[config.mk]
export PLATFORM = sky130hd
export DESIGN_NAME = port_rx
export DESIGN_NICKNAME = d
export VERILOG_FILES = /design/src/common/sw_frame_pkg.sv /design/src/port/port_rx.sv
export VERILOG_INCLUDE_DIRS = /design/src /design/src/common
export SDC_FILE = /design/constraint.sdc
export NUM_CORES = 1
export LEC_CHECK = 0
export BUFFER_PORTS_ARGS = -buffer_cell sky130_fd_sc_hd__buf_2
export CAP_MARGIN = 20
export CORE_ASPECT_RATIO = 0.75
export CORE_MARGIN = 5
export CORE_UTILIZATION = 34
export CTS_BUF_LIST = sky130_fd_sc_hd__clkbuf_4
export CTS_CLUSTER_DIAMETER = 50
export DETAILED_ROUTE_END_ITERATION = 10
export PLACE_DENSITY_LB_ADDON = 0.25
export SYNTH_ARGS = -nofsm -noshare
export SYNTH_HDL_FRONTEND = slang
export SYNTH_SLANG_ARGS = --single-unit
export TNS_END_PERCENT = 5
[constraint.sdc]
create_clock -name clk -period 6.7 [get_ports clk]
set_input_delay 0.335 -clock clk [delete_from_list [all_inputs] [get_ports clk]]
set_output_delay 0.335 -clock clk [all_outputs]
set_load 0.03 [all_outputs]
[src/common/sw_params.svh]
// switch size macros, included by the packages, the RTL and the testbench
`ifndef SW_PARAMS_SVH
`define SW_PARAMS_SVH

// number of switch ports, also valid at 2, 6 or 8
`define SW_NUM_PORTS 4

// data path word, filled from 8 nibbles
`define SW_WORD_W 32

// ingress buffer depth, room for two maximum frames
`define SW_BUF_WORDS 32

`define SW_MAX_FRAME_WORDS 16

// forwarding table size, addressed by wishbone bits 3..1
`define SW_FDB_ENTRIES 8

`endif

[src/common/sw_frame_pkg.sv]
// frame traffic types shared by the port, fabric and table blocks
`default_nettype none

`include "sw_params.svh"

package sw_frame_pkg;

   localparam int PORT_W = $clog2(`SW_NUM_PORTS);

   // one data path word, byte 0 in the low bits
   typedef logic [`SW_WORD_W-1:0] word_t;

   // mac address as captured from frame bytes 0..5
   typedef logic [47:0] mac_t;

   typedef logic [PORT_W-1:0] port_t;  // index into the port arrays

endpackage

`default_nettype wire

[src/port/port_rx.sv]
// ingress side of one port: nibbles to words, frame buffer and destination mac queue
`default_nettype none

`include "sw_params.svh"

module port_rx (
   input  logic                clk,
   input  logic                reset_i,
   input  logic [3:0]          rx_nibble_i,
   input  logic                rx_dv_i,
   input  logic                pop_i,
   output logic                frame_rdy_o,
   output sw_frame_pkg::mac_t  dest_mac_o,
   output sw_frame_pkg::word_t head_word_o,
   output logic                head_last_o
);

   localparam int AW = $clog2(`SW_BUF_WORDS);
   localparam int FW = AW + 1;
   localparam int CW = $clog2(`SW_MAX_FRAME_WORDS) + 1;
   localparam int NW = `SW_WORD_W / 4;

   sw_frame_pkg::word_t          buf_mem [`SW_BUF_WORDS];
   logic [`SW_BUF_WORDS-1:0]     last_mem;
   logic [AW-1:0]                wr_ptr;
   logic [AW-1:0]                rd_ptr;
   logic [FW-1:0]                fill;
   sw_frame_pkg::word_t          shift_q;
   logic [$clog2(NW)-1:0]        nib_cnt;
   logic [CW-1:0]                word_cnt;   // words so far in this frame
   logic                         dv_q;
   sw_frame_pkg::word_t          mac_lo_q;
   logic [15:0]                  mac_hi_q;
   sw_frame_pkg::mac_t           desc_q [2];
   logic                         desc_wp;
   logic                         desc_rp;
   logic [1:0]                   frame_cnt;
   logic                         word_done;
   logic                         frame_end;
   logic                         pop_last;
   sw_frame_pkg::word_t          word_new;

   // low nibble first, so new nibbles enter at the top
   assign word_new  = {rx_nibble_i, shift_q[`SW_WORD_W-1:4]};
   assign word_done = rx_dv_i && (nib_cnt == $bits(nib_cnt)'(NW - 1));
   assign frame_end = dv_q && !rx_dv_i;
   assign pop_last  = pop_i && head_last_o;

   always_ff @(posedge clk)
   begin
      if (reset_i)
      begin
         nib_cnt  <= '0;
         word_cnt <= '0;
         dv_q     <= 1'b0;
      end
      else
      begin
         dv_q <= rx_dv_i;
         if (!rx_dv_i)
         begin
            nib_cnt  <= '0;
            word_cnt <= '0;
         end
         else
         begin
            nib_cnt <= nib_cnt + 1'b1;
            if (word_done)
               word_cnt <= word_cnt + 1'b1;
         end
      end
   end

   // destination is bytes 0..5
   always_ff @(posedge clk)
   begin
      if (rx_dv_i)
         shift_q <= word_new;
      if (word_done && word_cnt == '0)
         mac_lo_q <= word_new;
      if (word_done && word_cnt == CW'(1))
         mac_hi_q <= word_new[15:0];
      if (frame_end)
         desc_q[desc_wp] <= {mac_hi_q, mac_lo_q};
   end

   // the last flag is patched in once dv has dropped
   always_ff @(posedge clk)
   begin
      if (word_done)
      begin
         buf_mem[wr_ptr]  <= word_new;
         last_mem[wr_ptr] <= 1'b0;
      end
      if (frame_end)
         last_mem[wr_ptr - 1'b1] <= 1'b1;
   end

   always_ff @(posedge clk)
   begin
      if (reset_i)
      begin
         wr_ptr    <= '0;
         rd_ptr    <= '0;
         fill      <= '0;
         frame_cnt <= '0;
         desc_wp   <= 1'b0;
         desc_rp   <= 1'b0;
      end
      else
      begin
         if (word_done)
            wr_ptr <= wr_ptr + 1'b1;
         if (pop_i)
            rd_ptr <= rd_ptr + 1'b1;
         fill      <= fill + FW'(word_done) - FW'(pop_i);
         frame_cnt <= frame_cnt + 2'(frame_end) - 2'(pop_last);
         if (frame_end)
            desc_wp <= !desc_wp;
         if (pop_last)
            desc_rp <= !desc_rp;   // next frame's mac shows up
      end
   end

   assign frame_rdy_o = (frame_cnt != '0);
   assign dest_mac_o  = desc_q[desc_rp];
   assign head_word_o = buf_mem[rd_ptr];
   assign head_last_o = last_mem[rd_ptr];

   // the fabric must drain before a third frame arrives
   assert property (@(posedge clk) disable iff (reset_i)
      word_done && !pop_i |-> fill != FW'(`SW_BUF_WORDS));

   assert property (@(posedge clk) disable iff (reset_i) pop_i |-> fill != '0);

endmodule

`default_nettype wire

==> reports/metrics.cfg <==
[outcome]
status=finished clean

[final_layout]
final_nets=2465
drive_gt1_share_pct=40.9
area_delta_synth_final_pct=16.3
fillCellCount=12399

[pwr]
power.total_w=0.0159
p_sw_w=0.00358
leakagePower_nw=17.2
p_sw_share_pct=22.6
clockPowerShare_pct=39.5
internal-power_w=0.0123
ir_drop_v=0.000176
p_seq_share_pct=54.8
p_per_area_nw_per_um2=289
p_comb_share_pct=5.7

[synth]
ys_seq_area_share_pct=78.5
synth_area_leaders=edfxtp_1 76%, mux4_2 15%, dfxtp_1 2.6%
ys_warn_count=0
synth_top_area_share_pct=75.9
synthDistinctLibCells=38
syn_area_um2=47300
synthesis.nets=2053
async_reset_ff_share_pct=0
synth_most_common_cell=edfxtp_1
synth-edff-count=1196
synth_common_cells=1196 x edfxtp_1, 320 x mux4_2, 82 x mux2_2
post_synth.cell_area_avg_um2=23.3
synth_cells=2031
yosys.area.top_type=edfxtp_1
ys_seq_elements=1257
synth_ff_type=edfxtp_1

[worst_setup_path]
end_kind=primary output
ff2ff_setup_slack_ns=2.96
slowest_delay_ns=1.00
crit_top_cell=mux4_2
arrival_ns=4.49
crit_required_ns=6.36
ff2ff_path_depth=6
path_cells=buf_12 > mux4_2 > mux4_2 > mux2_2 > buf_2
crit_path_start_kind=flip-flop
cpMaxStageDelayCell=dfxtp_4
path_buf_inv=2
path_class=reg -> out
cp_top_family=multiplexers
critPathCapture=head_word_o[16]
r2r-start=nib_cnt[0]
cp_max_fo=104
cp_num_cells=5
timing.rr.end=buf_mem[29][8]

[worst_hold_path]
hp-class=in -> reg
worst_hold_path.num_cells=2

[grt]
grt_pass1_wl_um=166000
grt_use_met1_pct=21.6
use_met3_pct=4.72
use_met2_pct=24.0
track_usage_pct=15.8
grt_antenna_before_repair=3
grt_start_max_net_pins=105
busiest_layer=met2
grt_pass1_vias=23785
grt-ovfl-total=0

[cts]
cts_tree=yes
cts_max_level=5
cts.root.buffer_cell=clkbuf_4
cts_resized=0
clk_latency_ns=1.23
clk_pin_slew_ns=0.06
clockBufferDepth=4
cts.sinks=1257
numCtsBuffers=328

[sta]
rsz0062_at_grt=false
hold_viol=0
slew_headroom_pct=25.3
setup_violations=0
finClkSkew_ns=0.115
worst-slew-pin-transition_ns=1.12
tns_ns=0
setup_ws_ns=1.88
post-route-period-util_pct=72.0
fin_crit_ns=4.82
timing.fmax_ghz=0.207
slew_viol_final=0
holdWs_ns=0.262

[floorplanning]
rows=118
boundaryPins=90
core-area_um2=138000
die_h_um=333
die-area_um2=147000
die_w_um=441
start_util_pct=34.2

[detailed_routing]
wl_per_cell_um=25.6
ant_nets=0
drtPass1Iterations=5
vias=22681
viasPerCell=5.01
drt-total-wl_um=116000
drtIter0Drc=1780
drc=0

[place]
pre_cts_ws_ns=2.81
numPortBuffers=89
gp_congestion=0.743
dp_hpwl_um=62800

[job]
maxCapViolations=0

[layout make-up]
type                    instances  area [µm²]  share of cell area (%)
well taps                    1860        2330                    4.23
clock buffers                 456        3420                    6.23
clock inverters                89         433                   0.787
multi-input cells             662        9900                    18.0
diodes                          6        15.0                  0.0273
inverters                      16        60.1                   0.109
flip-flops and latches       1257       37200                    67.6
repair buffers                178        1680                    3.06
[worst reg2reg max path, stage by stage, from the launching register on]
cell and delay [ns]:
dfxtp_1 0.34, ha_1 0.17, ha_1 0.27, and2_1 0.36, nand2_1 0.70, nor2_4 0.99, buf_4 0.51
[per-stage QoR]
stage	instance area (µm²)	util [%]	cells
finish	55000	39.8	4524
floorplan	47300	-	2031
detailed placement	50600	36.6	3946
CTS	54600	39.5	4503
global placement	50300	36.4	3935
global route	55000	39.8	4524
[metal layers]
layer	share of wire (%)	wire, µm
met1	43	50200
met2	47	54100
met3	7.5	8710
met4	2.5	2890
met5	0	0
[worst min-delay path by stage]
stage	slack, ns	end	startpoint
3_3_place_gp	0.42	desc_q[0][42]	mac_hi_q[10]
2_1_floorplan	0.40	nib_cnt[0]	nib_cnt[0]
4_1_cts	0.09	buf_mem[20][30]	rx_nibble_i[2]
3_5_place_dp	0.42	nib_cnt[0]	nib_cnt[0]
6_report	0.26	mac_lo_q[28]	rx_nibble_i[0]
5_1_grt	0.16	buf_mem[20][29]	rx_nibble_i[1]
[layout by cell type, fill, tap and decap left out, types with 6 or more instances in the layout]
| cell type | n |
|---|---|
| nor2_4 | 28 |
| mux4_2 | 320 |
| xor2_1 | 9 |
| inv_2 | 6 |
| buf_16 | 23 |
| inv_1 | 15 |
| o21ai_0 | 49 |
| dlygate4sd3_1 | 12 |
| edfxtp_1 | 1196 |
| mux2_2 | 82 |
| a21oi_1 | 7 |
| clkbuf_4 | 456 |
| clkinv_2 | 9 |
| mux2i_1 | 19 |
| dfxtp_1 | 55 |
| nor2_1 | 24 |
| clkinv_1 | 70 |
| buf_4 | 47 |
| nand3_1 | 6 |
| diode_2 | 6 |
| buf_2 | 89 |
| xnor2_1 | 6 |
| nor2b_1 | 7 |
| ha_1 | 14 |
| and2_1 | 10 |
| nand2_1 | 43 |
[power groups by stage]
stage / clock (W) / sequential (W) / combinational, W
global placement: 0 / 0.00893 / 0.000814
floorplan: 0 / 0.00885 / 0.000616
CTS: 0.00650 / 0.00874 / 0.000866
global route: 0.00694 / 0.00870 / 0.000975
finish: 0.00627 / 0.00870 / 0.000911
detailed placement: 0 / 0.00892 / 0.000856
[flip-flops by register name, summed over array words and instances, names as in the netlist, named ones only]
signal / count
word_cnt: 5
last_mem: 32
desc_wp: 1
shift_q: 28
frame_cnt: 2
buf_mem: 1024
wr_ptr: 5
mac_lo_q: 32
dv_q: 1
desc_rp: 1
rd_ptr: 5
desc_q: 96
mac_hi_q: 16
nib_cnt: 3
[logic make-up (layout without fill, tap and decap cells)]
kind of cell	count (synthesis)	in the layout	synth area share (%)
compound gates	72	72	0.868
xor+xnor	15	15	0.278
fa+ha+maj	14	14	0.370
buf+inv	112	739	1.04
flops	1257	1257	78.5
mux	421	421	17.6
other cells	0	6	0
simple gates	140	140	1.33
[timing repair]
action	CTS	global route
hold buffers	12	0
hold endpoints to repair	193	0
setup buffers	0	0
No activity file was read; power rests on OpenSTA's default activity.
