<file path="src/common/sw_params.svh">
// switch size macros, included by the packages, the RTL and the testbench
`ifndef SW_PARAMS_SVH
`define SW_PARAMS_SVH

// number of switch ports, also valid at 2, 6 or 8
`define SW_NUM_PORTS 4

// data path word, filled from 8 nibbles
`define SW_WORD_W 32

// ingress buffer depth, room for two maximum frames
`define SW_BUF_WORDS 32

`define SW_MAX_FRAME_WORDS 16

// forwarding table size, addressed by wishbone bits 3..1
`define SW_FDB_ENTRIES 8

`endif

</file>
<file path="src/common/sw_frame_pkg.sv">
// frame traffic types shared by the port, fabric and table blocks
`default_nettype none

`include "sw_params.svh"

package sw_frame_pkg;

   localparam int PORT_W = $clog2(`SW_NUM_PORTS);

   // one data path word, byte 0 in the low bits
   typedef logic [`SW_WORD_W-1:0] word_t;

   // mac address as captured from frame bytes 0..5
   typedef logic [47:0] mac_t;

   typedef logic [PORT_W-1:0] port_t;  // index into the port arrays

endpackage

`default_nettype wire

</file>
<file path="src/port/port_tx.sv">
// egress side of one port: sends words out as nibbles, one word per 8 cycles
`default_nettype none

`include "sw_params.svh"

module port_tx (
   input  logic                clk,
   input  logic                reset_i,
   input  sw_frame_pkg::word_t word_i,
   input  logic                word_valid_i,
   input  logic                word_last_i,
   output logic                ready_o,
   output logic [3:0]          tx_nibble_o,
   output logic                tx_en_o
);

   localparam int NW = `SW_WORD_W / 4;

   sw_frame_pkg::word_t   sh_q;
   logic [$clog2(NW)-1:0] cnt_q;
   logic                  busy_q;
   logic                  last_q;    // word in flight ends the frame
   logic                  accept;

   // next word taken during the final nibble, except after the last word
   assign ready_o = !busy_q || (cnt_q == $bits(cnt_q)'(NW - 1) && !last_q);
   assign accept  = word_valid_i && ready_o;

   always_ff @(posedge clk)
   begin
      if (reset_i)
      begin
         busy_q <= 1'b0;
         cnt_q  <= '0;
         last_q <= 1'b0;
      end
      else if (accept)
      begin
         busy_q <= 1'b1;
         cnt_q  <= '0;
         last_q <= word_last_i;
      end
      else if (busy_q)
      begin
         cnt_q <= cnt_q + 1'b1;
         if (cnt_q == $bits(cnt_q)'(NW - 1))
            busy_q <= 1'b0;   // gap cycle after the frame
      end
   end

   always_ff @(posedge clk)
   begin
      if (accept)
         sh_q <= word_i;
      else if (busy_q)
         sh_q <= {4'b0, sh_q[`SW_WORD_W-1:4]};
   end

   assign tx_nibble_o = sh_q[3:0];
   assign tx_en_o     = busy_q;

   // an offered word is held by the fabric until it is taken
   assert property (@(posedge clk) disable iff (reset_i)
      word_valid_i && !ready_o |=> word_valid_i && $stable(word_i));

endmodule

`default_nettype wire

</file>
<file path="config.mk">
export PLATFORM = sky130hd
export DESIGN_NAME = port_tx
export DESIGN_NICKNAME = d
export VERILOG_FILES = /design/src/common/sw_frame_pkg.sv /design/src/port/port_tx.sv
export VERILOG_INCLUDE_DIRS = /design/src /design/src/common
export SDC_FILE = /design/constraint.sdc
export NUM_CORES = 1
export LEC_CHECK = 0
export BUFFER_PORTS_ARGS = -buffer_cell sky130_fd_sc_hd__buf_4
export CAP_MARGIN = 30
export CORE_ASPECT_RATIO = 0.5
export CORE_UTILIZATION = 30
export DETAILED_ROUTE_END_ITERATION = 7
export RECOVER_POWER = 25
export SKIP_CTS_REPAIR_TIMING = 1
export SKIP_LAST_GASP = 1
export SYNTH_ARGS = -nofsm -noshare
export SYNTH_HDL_FRONTEND = slang
export SYNTH_SLANG_ARGS = --single-unit
</file>
<file path="constraint.sdc">
create_clock -name clk -period 2.5 [get_ports clk]
set_input_delay 0.625 -clock clk [delete_from_list [all_inputs] [get_ports clk]]
set_output_delay 0.625 -clock clk [all_outputs]
set_load 0.01 [all_outputs]
</file>
==> results by group, run 1 <==
Timing
  • Min Tclk post-route: about 2.1 ns
  • Final hold violations: 0
  • Final Slew Violations: 0
  • RSZ-0062 raised after global routing: no
  • Slew margin rel.: 0.08352
  • Hold Slack: between 0.5 and 0.6 ns
  • Max Fclk: approximately 470 MHz
  • Final setup violation count: 0
  • Post-Route Setup TNS: 0 ns
  • Period utilization: 0.8548
  • Clk_skew: approximately 0.0020 ns
  • Least-Margin Pin Slew: around 1.4 ns

Yosys
  • Post-Synth Simple-Gate Area: 0.05236
  • Syn Nets: ~140
  • Synth Area in Compound Gates: 0.02182
  • Mapped Area: about 1700 sq um
  • Seq/Total Area, Yosys: 0.6167
  • Mux contribution to synthesized area: 0.2385
  • Xor-xnor portion of the synthesized cell area: 0.005091
  • Synth cell types: 24
  • Syn_area_per_cell: 17.56 sq um
  • Cells after Synth: 98
  • Yosys warns: 0
  • Synthesized flop and latch total: 37
  • Synth Area in Adders: 0.01455
  • Largest family of logic cells by synthesized area: multiplexers

Global route
  • Largest net degree at the start of global routing: 33
  • GR Util met1: 0.1032
  • Grt met3 use: 0.04368
  • Initial antenna violation count: 0
  • First-pass GRT wire length: roughly 4.1 mm
  • GR peak layer: met2
  • Vias in the first global route: 956
  • Tot GR Track Use: 0.09395
  • Met2 Resource Use GR: 0.1500
  • Total gr overflow: 0

Min path
  • Hold path cells: 2
  • HP Start: last_q
  • Hold EP: last_q
  • Hold Crit Class: flip-flop to flip-flop

Critical path
  • CP Capture Type: output pin
  • Slowest stage delay, CP: between 0.3 and 0.4 ns
  • Buf+Inv Stages, Crit Path: 1
  • Crit path kind: flip-flop to output pin
  • CP dominant cell by count: ha_1
  • Reg2Reg Depth: 1
  • CP top delay family: simple AND/OR/NAND/NOR gates
  • RR Startpoint: tx_en_o
  • Worst-path maximum fanout: 3
  • Worst EP arrival: 1.51 ns
  • Critical path's slowest cell: dfxtp_1
  • Worst EP required: 1.88 ns
  • Critical path startpoint category: flip-flop
  • Reg2reg end: sh_q[6]
  • Critical-path cell list: ha_1, ha_1, nor2b_1, or2b_1, buf_4
  • Flop-to-flop setup slack: 0.44 ns

Power and ir drop
  • VDD IR-drop max: around 0.00027 V
  • Power density over cell area: 718.9 nW/um^2
  • Leakage: about 0.91 nW

Placed design
  • DPL Wire Length: approximately 1.7 mm
  • RD Place Congestion: approximately 0.65
  • PortBufs: 41

Final layout
  • Antenna diodes: 0
  • Most frequent cells in the layout: 36 x buf_4, 32 x edfxtp_1, 20 x mux2_4
  • Fillers: 517
  • Ratio of cells with drive above 1 in the final layout: 0.5177
  • Fin nets: roughly 180
  • Commonest non-fill, non-tap cell in the layout: buf_4
  • Area grow syn2layout: 26.40%

Die
  • FP Rows: 19
  • CORE AREA: around 5500 sq um
  • Initial Utilization: 0.3133
  • Die Span Y: 55.55 microns
  • Die X: 109.1 microns
  • Die area: about 6100 sq um
  • Top Ports: 42

Flow run
  • Max-cap violation count: 0

Clock network
  • Max clock buf depth: 2
  • Root Buffer: clkbuf_16
  • Worst-path clk slew: around 0.05 ns
  • Clock sinks: 37
  • CTS Buf Count: 5
  • CTS tree: yes
  • Later-pin clock latency in the skew report: 0.27 ns
  • CTS H-tree depth: 2

Drt
  • Iter 0 DRT Violations: 22
  • Final antenna-violating net count: 0
  • Vias: slightly above 900
  • Routed vias/inst: 4.243
  • DRT Wirelength: approximately 2.5 mm
  • DRC errors left: 0
  • Routed len/inst: approximately 12 microns
  • Initial DRT Pass Iterations: 4

Run status
  • Status: complete, no violations
sequential cells by signal, indices dropped and copies added (netlist names):
name and count:
tx_en_o 1, cnt_q 3, last_q 1, sh_q 32
routing by layer:
metal / share of wire / up-vias
li1: - / 446
met1: 0.43 / 429
met2: 0.46 / 29
met3: 0.090 / 4
met4: 0.018 / 0
met5: 0 / -
layout make-up:
class                   count  area [sq um]  share of cell area
well taps                  73         91.34             0.04200
flip-flops and latches     37          1061              0.4879
inverters                   1         6.256            0.002877
repair buffers             42         309.0              0.1421
clock inverters             3         12.51            0.005754
multi-input cells          53         569.3              0.2618
clock buffers               5         125.1             0.05754
cells by family after synthesis:
logic type,Yosys count
flops,37
mux,30
simple gates,16
buf+inv,8
compound gates,4
fa+ha+maj,2
xor+xnor,1
per-stage QoR:
stage                     worst slack [ns]  cells  instance area [sq um]  power (W)    util
final                               0.3630    214                   2175   0.001563  0.3960
after global routing                0.2545    214                   2175   0.001635  0.3960
after floorplan                     0.6232     98                   1720  0.0009395       -
after CTS                           0.3505    214                   2196   0.001594  0.3999
after detailed placement            0.6023    206                   2058   0.001004  0.3748
after global placement              0.6544    206                   2058  0.0009959  0.3748
cell usage after synthesis:
cell	count	area (sq um)
and2_1	4	25.02
nor3_1	3	15.01
a21oi_1	1	5.000
or2_2	1	6.260
nor2_1	2	7.510
ha_1	2	25.02
nand2_1	2	7.510
buf_12	2	40.04
inv_4	1	6.260
xnor2_1	1	8.760
a2bb2oi_1	1	8.760
mux2_2	8	90.09
mux2_4	20	300.3
nand2b_1	1	6.260
o21ai_4	1	16.27
buf_4	4	30.03
dfxtp_1	5	100.1
nor2b_2	1	8.760
nor2b_1	1	6.260
mux2i_1	2	20.02
or2b_1	1	7.510
o21a_1	1	7.510
buf_6	1	11.26
edfxtp_1	32	960.9
how the worst max path moves through the flow:
stage / depth (start not counted) / slack (ns) / end / startpoint
after floorplan: 6 / 0.62 / sh_q[10] / cnt_q[0]
after global placement: 6 / 0.65 / sh_q[1] / cnt_q[0]
after detailed placement: 6 / 0.60 / sh_q[0] / cnt_q[0]
after CTS: 5 / 0.35 / ready_o / cnt_q[0]
after global routing: 1 / 0.25 / sh_q[25] / tx_en_o
final: 5 / 0.36 / ready_o / cnt_q[0]
power by group:
group	total (W)	internal [W]	leakage [nW]	switching (W)
Sequential	0.000778	0.000758	0.367	0.0000201
Combinational	0.000202	0.000132	0.476	0.0000700
Clock	0.000584	0.000360	0.0687	0.000224
Total	0.00156	0.00125	0.911	0.000314
Note: power is estimated with default switching activity, not from simulation.
==> run 2, diff against run 1 <==
Settings changed: CAP_MARGIN 30 to default, CORE_UTILIZATION 30 to 52, MAX_ROUTING_LAYER from default to met4, PLACE_DENSITY from default to 0.78.
==> run 2 against run 1 <==
Against the previous run: clock power decreased by 35%; clock skew barely moved; via count is 2.2% lower; combinational power barely moved; global-route usage grew 6.0 points; design area decreased by 4.3%; critical path type unchanged.
==> results by group, run 2 (synthesized netlist as in run 1, its figures left out) <==
Drt
  • DRT Wirelength: 2.318 mm (-6.9%)
  • Iter 0 DRT Violations: 16 (-27%)
  • Routed vias/inst: 4.906 (+16%)
  • Routed met2 length: 1.096 mm (-4.7%)
  • Final antenna-violating net count: 0 (unchanged)
  • DR WL met3: 171 microns (-24%)
  • Routed len/inst: 12.81 microns (+10%)
  • DRC errors left: 0 (unchanged)
  • Vias: 888 (-2.2%)
  • Met1 wire length: 1.023 mm (-4.4%)
  • Highest routed layer: met4
  • Initial DRT Pass Iterations: 3 (-1)

Power and ir drop
  • Leakage: 0.8923 nW (-2.1%)
  • Power density over cell area: 652.0 nW/um^2 (-9.3%)
  • VDD IR-drop max: 0.0004096 V (+49%)

Timing
  • Hold Slack: 0.5371 ns (+0.01950 ns)
  • Period utilization: 0.8734 (+0.01863)
  • Clk_skew: 0.002365 ns (+0.0003938 ns)
  • Final hold violations: 0 (unchanged)
  • Least-Margin Pin Slew: 0.7722 ns (-0.6025 ns)
  • Post-Route Setup TNS: 0 ns (unchanged)
  • Max Fclk: 458.0 MHz (-2.1%)
  • Setup ws final: 0.3164 ns (-0.04656 ns)
  • Slew margin rel.: 0.4852 (+0.4017)
  • Final Slew Violations: 0 (unchanged)
  • Final setup violation count: 0 (unchanged)
  • Min Tclk post-route: 2.184 ns (+0.04656 ns)
  • RSZ-0062 raised after global routing: no

Critical path
  • CP Capture Type: output pin
  • Worst EP arrival: 1.56 ns (+0.05 ns)
  • Critical-path cell list: ha_1, ha_1, nor2b_1, or2b_1, buf_4
  • Reg2Reg Depth: 6 (+5)
  • Crit path kind: flip-flop to output pin
  • Worst-path maximum fanout: 3 (unchanged)
  • Critical path startpoint category: flip-flop
  • Slowest stage delay, CP: 0.32 ns (about the same)
  • Critical path's slowest cell: dfxtp_1
  • CP dominant cell by count: ha_1
  • Worst EP required: 1.88 ns (about the same)

Final layout
  • Antenna diodes: 0 (unchanged)
  • Biggest registers after layout: sh_q: 32 flops, cnt_q: 3 flops
  • Fillers: 241 (-53%)
  • Commonest non-fill, non-tap cell in the layout: buf_4
  • Ratio of cells with drive above 1 in the final layout: 0.5319 (+0.01418)
  • Max reg flops: 32 (unchanged)
  • Non-Filler Instances: 181 (-15%)
  • Area grow syn2layout: 20.95%
  • Most frequent cells in the layout: 37 x buf_4, 32 x edfxtp_1, 20 x mux2_4
  • Final core occ: 0.6749 (+0.2789)
  • Largest register by flop count: sh_q
  • Fin nets: 179 (+0.56%)

Run status
  • Status: complete, no violations

Die
  • Top Ports: 42 (unchanged)
  • Die X: 83.35 microns (-24%)
  • FP Rows: 14 (-5)
  • Initial Utilization: 0.5580 (+0.2448)
  • Die Span Y: 42.67 microns (-23%)
  • Die area: 3556 sq um (-41%)
  • CORE AREA: 3083 sq um (-44%)

Global route
  • Initial antenna violation count: 0 (unchanged)
  • Tot GR Track Use: 0.1543 (+0.06032)
  • Total gr overflow: 0 (unchanged)
  • First-pass GRT wire length: 3.864 mm (-5.5%)
  • Largest net degree at the start of global routing: 33 (unchanged)
  • Vias in the first global route: 872 (-8.8%)

Placed design
  • DPL Wire Length: 1.556 mm (-5.9%)
  • Dpl ws: 0.6174 ns (+0.01513 ns)
  • # placed instances: 174 (-16%)
  • RD Place Congestion: 0.6790 (+5.2%)
  • PortBufs: 41 (unchanged)

Clock network
  • Clock sinks: 37 (unchanged)
  • Worst-path clk slew: 0.07 ns (+0.02 ns)
  • Root Buffer: clkbuf_8
  • CTS tree: yes
  • CTS Buf Count: 5 (unchanged)
  • CTS H-tree depth: 2 (unchanged)
  • Max clock buf depth: 2 (unchanged)
  • Later-pin clock latency in the skew report: 0.28 ns (about the same)

Min path
  • Hold Crit Class: primary input to flip-flop
  • Hold path cells: 2 (unchanged)

Flow run
  • Max-cap violation count: 0 (unchanged)
run 2: changes by cell type in the layout (fill, tap and decap cells not counted), moves of 3 or more:
cell,change
clkbuf_16,-5
clkbuf_8,+5
and2_0,-3
and2_1,+3
run 2: critical path, delay by kind of cell, from the launching register on:
kind | cells | cell delay, ns
DFF | 1 | 0.32
buffers and inverters | 1 | 0.14
adders and majority gates | 2 | 0.38
and+or+nand+nor | 2 | 0.43
run 2: worst paths after layout:
| check | start | endpoint | slack (ns) |
|---|---|---|---|
| worst min-delay path | reset_i | tx_en_o | 0.54 |
| worst max register to register | cnt_q[0] | sh_q[24] | 0.61 |
| worst max-delay path | cnt_q[0] | ready_o | 0.32 |
| worst min register to register | cnt_q[2] | cnt_q[2] | 0.54 |
run 2: layout make-up:
type                       instances  area (sq um)  area share
sequential                        37          1061      0.5099
multi-input combinational         53         569.3      0.2736
timing repair buffer              43         317.8      0.1527
clock buffer                       6         72.57     0.03488
tap                               40         50.05     0.02405
inverter                           1         6.256    0.003007
clock inverter                     1         3.754    0.001804
run 2: report_power, final:
part	switching [W]	internal, W	total, W
Combinational	0.0000685	0.000134	0.000202
Clock	0.000189	0.000188	0.000377
Sequential	0.0000213	0.000757	0.000778
Total	0.000279	0.00108	0.00136
run 2: layer usage:
layer	GRT usage	up-vias
li1	-	447
met1	0.1702	410
met2	0.2459	28
met3	0.07393	3
met4	0.06207	0
met5	-	-
run 2: stage by stage:
| step | cell area (sq um) | power [W] |
|---|---|---|
| detailed placement | 2024 | 0.001003 |
| finish | 2081 | 0.001357 |
| global placement | 2024 | 0.0009941 |
| floorplan | 1720 | 0.0009395 |
| CTS | 2101 | 0.001385 |
| global route | 2081 | 0.001418 |
