$ cat config.mk
export PLATFORM = sky130hd
export DESIGN_NAME = fdb_table
export DESIGN_NICKNAME = d
export VERILOG_FILES = /design/src/common/sw_frame_pkg.sv /design/src/common/sw_fdb_pkg.sv /design/src/fabric/fdb_table.sv
export VERILOG_INCLUDE_DIRS = /design/src /design/src/common
export SDC_FILE = /design/constraint.sdc
export NUM_CORES = 2
export LEC_CHECK = 0
export BUFFER_PORTS_ARGS = -buffer_cell sky130_fd_sc_hd__buf_2
export CAP_MARGIN = 20
export CORE_UTILIZATION = 37
export CTS_CLUSTER_SIZE = 25
export DETAILED_ROUTE_END_ITERATION = 10
export PLACE_DENSITY = 0.62
export SYNTH_ARGS = -nofsm -noshare
export SYNTH_HDL_FRONTEND = slang
export SYNTH_SLANG_ARGS = --single-unit
$ cat constraint.sdc
create_clock -name clk -period 2.5 [get_ports clk]
set_clock_uncertainty 0.1 [all_clocks]
set_input_delay 0.125 -clock clk [delete_from_list [all_inputs] [get_ports clk]]
set_output_delay 0.125 -clock clk [all_outputs]
set_load 0.01 [all_outputs]
$ cat src/common/sw_params.svh
// switch size macros, included by the packages, the RTL and the testbench
`ifndef SW_PARAMS_SVH
`define SW_PARAMS_SVH

// number of switch ports, also valid at 2, 6 or 8
`define SW_NUM_PORTS 4

// data path word, filled from 8 nibbles
`define SW_WORD_W 32

// ingress buffer depth, room for two maximum frames
`define SW_BUF_WORDS 32

`define SW_MAX_FRAME_WORDS 16

// forwarding table size, addressed by wishbone bits 3..1
`define SW_FDB_ENTRIES 8

`endif

$ cat src/common/sw_frame_pkg.sv
// frame traffic types shared by the port, fabric and table blocks
`default_nettype none

`include "sw_params.svh"

package sw_frame_pkg;

   localparam int PORT_W = $clog2(`SW_NUM_PORTS);

   // one data path word, byte 0 in the low bits
   typedef logic [`SW_WORD_W-1:0] word_t;

   // mac address as captured from frame bytes 0..5
   typedef logic [47:0] mac_t;

   typedef logic [PORT_W-1:0] port_t;  // index into the port arrays

endpackage

`default_nettype wire

$ cat src/common/sw_fdb_pkg.sv
// forwarding table entry types and the decoded wishbone data word
`default_nettype none

`include "sw_params.svh"

package sw_fdb_pkg;

   // upper half of an entry as seen at odd wishbone addresses
   typedef struct packed {
      logic                               valid;
      sw_frame_pkg::port_t                port;
      logic [14-sw_frame_pkg::PORT_W:0]   rsvd;    // reads back as zero
      logic [15:0]                        mac_hi;  // mac bits 47..32
   } fdb_hi_t;

   // one bus word, view picked by address bit 0
   typedef union packed {
      sw_frame_pkg::word_t mac_lo;  // even address, mac bits 31..0
      fdb_hi_t             hi;      // odd address
   } fdb_wdata_u;

   // stored entry
   typedef struct packed {
      logic                valid;
      sw_frame_pkg::port_t port;
      sw_frame_pkg::mac_t  mac;
   } fdb_entry_t;

endpackage

`default_nettype wire

$ cat src/fabric/fdb_table.sv
// forwarding table: wishbone writes and readback, one combinational lookup per port
`default_nettype none

`include "sw_params.svh"

module fdb_table (
   input  logic                                      clk,
   input  logic                                      reset_i,
   input  logic                                      wb_cyc_i,
   input  logic                                      wb_stb_i,
   input  logic                                      wb_we_i,
   input  logic [$clog2(`SW_FDB_ENTRIES):0]          wb_adr_i,
   input  sw_frame_pkg::word_t                       wb_dat_i,
   input  sw_frame_pkg::mac_t [`SW_NUM_PORTS-1:0]    lookup_mac_i,
   output sw_frame_pkg::word_t                       wb_dat_o,
   output logic                                      wb_ack_o,
   output logic [`SW_NUM_PORTS-1:0]                  lookup_hit_o,
   output sw_frame_pkg::port_t [`SW_NUM_PORTS-1:0]   lookup_port_o
);

   localparam int IDX_W = $clog2(`SW_FDB_ENTRIES);

   sw_fdb_pkg::fdb_entry_t tbl [`SW_FDB_ENTRIES];
   sw_fdb_pkg::fdb_wdata_u wd;
   sw_fdb_pkg::fdb_wdata_u rd;
   logic [IDX_W-1:0]       entry_sel;
   logic                   access;

   assign wd        = wb_dat_i;
   assign entry_sel = wb_adr_i[IDX_W:1];
   assign access    = wb_cyc_i && wb_stb_i && !wb_ack_o;   // one ack per request

   always_comb
   begin
      rd = '0;
      if (wb_adr_i[0])
      begin
         rd.hi.valid  = tbl[entry_sel].valid;
         rd.hi.port   = tbl[entry_sel].port;
         rd.hi.mac_hi = tbl[entry_sel].mac[47:32];
      end
      else
         rd.mac_lo = tbl[entry_sel].mac[31:0];
   end

   always_ff @(posedge clk)
   begin
      if (reset_i)
      begin
         wb_ack_o <= 1'b0;
         for (int k = 0; k < `SW_FDB_ENTRIES; k++)
            tbl[k] <= '0;
      end
      else
      begin
         wb_ack_o <= access;
         if (access && wb_we_i)
         begin
            if (wb_adr_i[0])
            begin
               tbl[entry_sel].valid      <= wd.hi.valid;
               tbl[entry_sel].port       <= wd.hi.port;
               tbl[entry_sel].mac[47:32] <= wd.hi.mac_hi;
            end
            else
               tbl[entry_sel].mac[31:0] <= wd.mac_lo;
         end
      end
   end

   always_ff @(posedge clk)
   begin
      if (access)
         wb_dat_o <= rd;
   end

   // scan from the top so the lowest matching entry wins
   always_comb
   begin
      for (int p = 0; p < `SW_NUM_PORTS; p++)
      begin
         lookup_hit_o[p]  = 1'b0;
         lookup_port_o[p] = '0;
         for (int k = `SW_FDB_ENTRIES - 1; k >= 0; k--)
         begin
            if (tbl[k].valid && tbl[k].mac == lookup_mac_i[p])
            begin
               lookup_hit_o[p]  = 1'b1;
               lookup_port_o[p] = tbl[k].port;
            end
         end
      end
   end

   // the master drops stb after seeing ack
   assert property (@(posedge clk) disable iff (reset_i) wb_ack_o |=> !wb_stb_i);

endmodule

`default_nettype wire

==> summary.md, run 1 <==
| Metric | Value |
|---|---|
| Dpl cells | 6833 |
| EDFF count, synth | 440 |
| Cell area after synthesis | 39400 µm² |
| Largest net degree at the start of global routing | 39 |
| Die W | 328 µm |
| Starting Density | 37.4% |
| Status | aborted with a tool error |
| Port Buffers | 277 |
| CTS Buf Count | 55 |
| Post-synthesis sequential area ratio | 33.6% |
| FF+latch count, synth | 441 |
| Yosys warns | 0 |
| Syn_area_per_cell | 9.28 µm² |
| Vias in the first global route | 51.6k |
| Root buffer cell | clkbuf_16 |
| Post-DP Area | 54200 µm² |
| Total Routing Usage GR | 75.6% |
| Clock sinks | 441 |
| First-pass GRT wire length | 554000 µm |
| H-tree levels | 2 |
| Clock buffer depth | 3 |
| GRT overflow | 668 |
| Post-Synthesis Net Count | 4476 |
| Async SR Flop Fraction | 0% |
| First Err | [ERROR GRT-0116] Global routing finished with congestion. Check the congestion regions in the DRC Viewer. |
| Primary FF master, synth | edfxtp_1 |
| Die H | 328 µm |
| Post-Syn Instances | 4243 |
| I/O pin count | 278 |
| Hpwl dp | 294000 µm |
| Distinct cells, synth | 74 |
| Final GP Congestion | 1.37 |
| Row count | 119 |
| Failing step | 5_1_grt |
## cell families after synthesis
kind of cell	count (synthesis)	synth area share [%]
compound gates	385	7.19
flops	441	33.6
xor+xnor	1439	32.1
mux	61	1.80
simple gates	1152	17.4
buf+inv	765	7.89
## through the flow
step	hold slack [ns]	setup TNS (ns)	setup slack, ns
2_1_floorplan	0.127	0	0.00314
3_3_place_gp	0.266	-13.04	-1.38
3_5_place_dp	0.265	-12.82	-1.38
4_1_cts	0.0257	-14.81	-1.43
## Yosys cell counts (32+ instances only)
cell type    n  share of area [%]
xor2_1     994                 22
clkbuf_1   531                5.1
xnor2_1    442                9.8
edfxtp_1   440                 34
and2_1     415                6.6
nor4_1     253                4.0
nand4_1    152                2.4
a22oi_1    105                2.0
buf_2       94                1.2
inv_1       78               0.74
nor2_1      70               0.67
nand2_1     62               0.59
nand3_1     52               0.66
a21oi_1     41               0.52
o21ai_0     41               0.52
nor3_1      39               0.50
buf_1       36               0.34
mux2i_1     36               0.92
a221oi_1    32               0.71
## routing by layer
layer,overflow,global-route usage [%]
met1,3,79.3
met2,397,89.1
met3,5,62.7
met4,261,67.5
met5,2,31.6
## what timing repair did
item | CTS
endpoints found under the setup margin | 14
hold endpoints to repair | 123
gates resized for setup | 197
hold buffers | 18
pin swaps | 104
setup buffers | 88
==> run 2, diff against run 1 <==
--- a/config.mk
+++ b/config.mk
@@ -8,10 +8,9 @@
 export LEC_CHECK = 0
 export BUFFER_PORTS_ARGS = -buffer_cell sky130_fd_sc_hd__buf_2
 export CAP_MARGIN = 20
-export CORE_UTILIZATION = 37
-export CTS_CLUSTER_SIZE = 25
+export CORE_UTILIZATION = 22
 export DETAILED_ROUTE_END_ITERATION = 10
-export PLACE_DENSITY = 0.62
+export PLACE_DENSITY_LB_ADDON = 0.15
 export SYNTH_ARGS = -nofsm -noshare
 export SYNTH_HDL_FRONTEND = slang
 export SYNTH_SLANG_ARGS = --single-unit
==> constraint.sdc (replaced) <==
create_clock -name clk -period 3.25 [get_ports clk]
set_clock_uncertainty 0.1 [all_clocks]
set_input_delay 0.1625 -clock clk [delete_from_list [all_inputs] [get_ports clk]]
set_output_delay 0.1625 -clock clk [all_outputs]
set_load 0.01 [all_outputs]
==> run 2 against run 1 <==
  * The flow now finishes, with violations (setup timing)
  * Area after synthesis unchanged
  * Synthesized cell count is the same
==> summary.md, run 2 <==
| Metric | Value |
|---|---|
| Kind of critical path | flop to output port |
| Slowest library cell on the worst path | nor4_4 |
| PnR worst setup slack | -0.977 ns |
| Layout cells sized above 1 | 39.8% |
| Most common cell after layout, fill and taps aside | buf_4 |
| Core box area | 177000 µm² |
| CTS tree | yes |
| Primary FF master, synth | edfxtp_1 (unchanged) |
| Port Buffers | 277 (unchanged) |
| DIE AREA | 181000 µm² |
| Clock sinks | 441 (unchanged) |
| Crit end category | output port |
| Post-Synthesis Net Count | 4476 (unchanged) |
| Vias in the first global route | 43.5k |
| Slew Viols, Final | 0 |
| Largest net degree at the start of global routing | 33 |
| PwrDens | 391 nW/µm² |
| Count leader, synth | xor2_1 (unchanged) |
| Total wire length | 487000 µm |
| WHS Path Cells | 4 |
| First-pass DRT Iterations | 6 |
| Sw frac | 41.0% |
| Synth area leaders | edfxtp_1, xor2_1, xnor2_1, and2_1, clkbuf_1 (unchanged) |
| Peak VDD IR | 0.000375 V |
| Logic pwr share | 35.8% |
| Starting Density | 22.3% (was 37.4%) |
| Syn_area_per_cell | 9.28 µm² (unchanged) |
| Max cap viols | 0 |
| Async SR Flop Fraction | 0% (unchanged) |
| Period utilization | 130% |
| Commonest non-fill, non-tap cells in the layout | buf_4, xor2_1, edfxtp_1 |
| Routed via count | 46.8k |
| Row count | 154 (was 119) |
| Buffer and inverter count on the worst path | 4 |
| Dpl cells | 7631 (was 6833) |
| Final Critical Period | 4.23 ns |
| Reg2reg end | wb_dat_o[8]$_DFFE_PP_ |
| Drc violations | 0 |
| Die W | 425 µm (was 328 µm) |
| Max FFs per register | 408 |
| Biggest regs | tbl x408, wb_dat_o x32, wb_ack_o x1 |
| Worst-Margin Slew | 1.28 ns |
| Area grow syn2layout | 53.0% |
| CP arrival | 3.96 ns |
| Die H | 425 µm (was 328 µm) |
| Reg2reg path depth | 10 |
| GRT overflow | 0 |
| Clk Latency, worst-skew pair | 0.74 ns |
| I/O pin count | 278 (unchanged) |
| FF+latch count, synth | 441 (unchanged) |
| Root buffer cell | clkbuf_16 (unchanged) |
| Seq pwr share | 29.2% |
| First-pass GRT wire length | 584000 µm |
| Yosys warns | 0 (unchanged) |
| Largest fanout on the critical path | 5 |
| EDFF count, synth | 440 (unchanged) |
| Antenna violations before repair | 95 |
| DR WL/cell | 61.3 µm |
| R2R setup slack | 0.15 ns |
| Status | finished, violations left (was aborted with a tool error) |
| Worst-path cell chain | buf_12, xor2_4, nor4_4, buf_4, nand4_1, buf_6, or4_4, o21a_1, a31o_1, buf_2 |
| RSZ-0062 raised after global routing | yes |
| Synth top cells by count | xor2_1, clkbuf_1, xnor2_1 (unchanged) |
| Post-Syn Instances | 4243 (unchanged) |
| Distinct cells, synth | 74 (unchanged) |
| Setup_tns | -10.60 ns |
| Hold_ws | 0.0316 ns |
| Iter 0 DRT Violations | 7464 |
| Hpwl dp | 394000 µm (was 294000 µm) |
| Post-synthesis sequential area ratio | 33.6% (unchanged) |
| Required time worst endpoint | 2.99 ns |
| Worst Setup Start Kind | flop |
| Post-synth top area share | 33.6% (unchanged) |
| CTS Buf Count | 67 (was 55) |
| Nets | 5725 |
| HP Class | primary input to flop |
| Final Util | 34.1% |
| Clock buffer depth | 3 (unchanged) |
| Cell area after synthesis | 39400 µm² (unchanged) |
| Hold Crit Endpoint | wb_dat_o[30]$_DFFE_PP_ |
| H-tree levels | 3 (was 2) |
| Crit path max-delay family | simple AND/OR/NAND/NOR gates |
| Clock transition at path regs | 0.06 ns |
| Vias per Instance | 5.89 |
| R2R Path Start | tbl[2][8]$_SDFFCE_PN0P_ |
| Post-route insts no fill | 7944 |
| Post-route ant nets | 0 |
| Post-synth top area cell | edfxtp_1 (unchanged) |
| Largest Register | tbl |
| Critical hold path startpoint | wb_adr_i[2] |
| Failing checks | setup timing |
| Hold Vio Cnt, Final | 0 |
| Max_slew headroom | 14.9% |
| Final setup fails | 12 |
| Delay of the slowest critical-path stage | 0.72 ns |
| P_int | 13.9 mW |
| Final GP Congestion | 1.11 (was 1.37) |
| Pleak | 25.0 nW |
| Worst slack at placement | -0.995 ns (was -1.38 ns) |
| Top achievable clock speed | 237 MHz |
| Psw | 9.65 mW |
| Clock power frac | 35.0% |
| Total Routing Usage GR | 52.8% |
## run 2: cell families after synthesis
| family | Yosys count | share of synthesized area (%) |
|---|---|---|
| xor+xnor | 1439 | 32.1 |
| mux | 61 | 1.80 |
| flops | 441 | 33.6 |
| simple gates | 1152 | 17.4 |
| buf+inv | 765 | 7.89 |
| compound gates | 385 | 7.19 |
## run 2: repair_timing
action,4_1_cts,5_1_grt
hold buffers,15,0
gates cloned,0,0
buffers inserted,88,37
hold endpoints to repair,106,0
endpoints found under the setup margin,12,12
pin swaps,79,49
resized for setup,175,73
## run 2: per-stage QoR
step                cell area (µm²)  total power [mW]
floorplan                     39400              9.12
global placement              55100              14.6
detailed placement            55100              14.5
CTS                           59300              22.9
global route                  60100              23.4
finish                        60200              23.6
## run 2: power groups by stage
stage	clock (mW)	combinational, mW	sequential (mW)
2_1_floorplan	0	2.46	6.67
3_3_place_gp	0	7.50	7.06
3_5_place_dp	0	7.42	7.05
4_1_cts	8.27	7.74	6.87
5_1_grt	8.42	8.14	6.86
6_report	8.25	8.43	6.87
## run 2: how the worst max path moves through the flow
| stage | start | to | slack [ns] | cells past startpoint |
|---|---|---|---|---|
| 2_1_floorplan | tbl[7][34]$_SDFFCE_PN0P_ | lookup_port_o[6] | 0.66 | 9 |
| 3_5_place_dp | tbl[6][37]$_SDFFCE_PN0P_ | lookup_port_o[0] | -1.0 | 11 |
| 4_1_cts | tbl[6][11]$_SDFFCE_PN0P_ | lookup_port_o[1] | -0.88 | 12 |
| 3_3_place_gp | tbl[1][42]$_SDFFCE_PN0P_ | lookup_port_o[0] | -1.42 | 13 |
| 5_1_grt | tbl[0][23]$_SDFFCE_PN0P_ | lookup_port_o[3] | -0.92 | 10 |
| 6_report | tbl[0][23]$_SDFFCE_PN0P_ | lookup_port_o[3] | -0.98 | 10 |
## run 2: worst register-to-register path, cell delays in order (launching register included)
cell and delay (ns):
edfxtp_1 0.54, buf_4 0.27, mux2i_1 0.15, nor2_1 0.06
a21oi_1 0.16, buf_4 0.18, o211ai_1 0.09, buf_4 0.16
a211oi_1 0.70, a31oi_1 0.25, buf_4 0.21
## run 2: cell type report
| type | count | area (µm²) |
|---|---|---|
| Sequential cell | 441 | 13200 |
| Multi-Input combinational cell | 3037 | 24600 |
| Fill cell | 18338 | 117000 |
| Timing Repair Buffer | 1862 | 16700 |
| Tap cell | 2340 | 2930 |
| Inverter | 83 | 322 |
| Clock inverter | 48 | 607 |
| Antenna cell | 58 | 145 |
| Clock buffer | 75 | 1710 |
## run 2: routing by layer
metal	track usage, %	share of wire, %	vias up
met4	53.1	12	22
li1	-	-	16961
met2	73.9	40	4349
met3	21.5	12	1636
met5	0.847	0.060	-
met1	59.2	36	23798
Note: power is estimated with default switching activity, not from simulation.
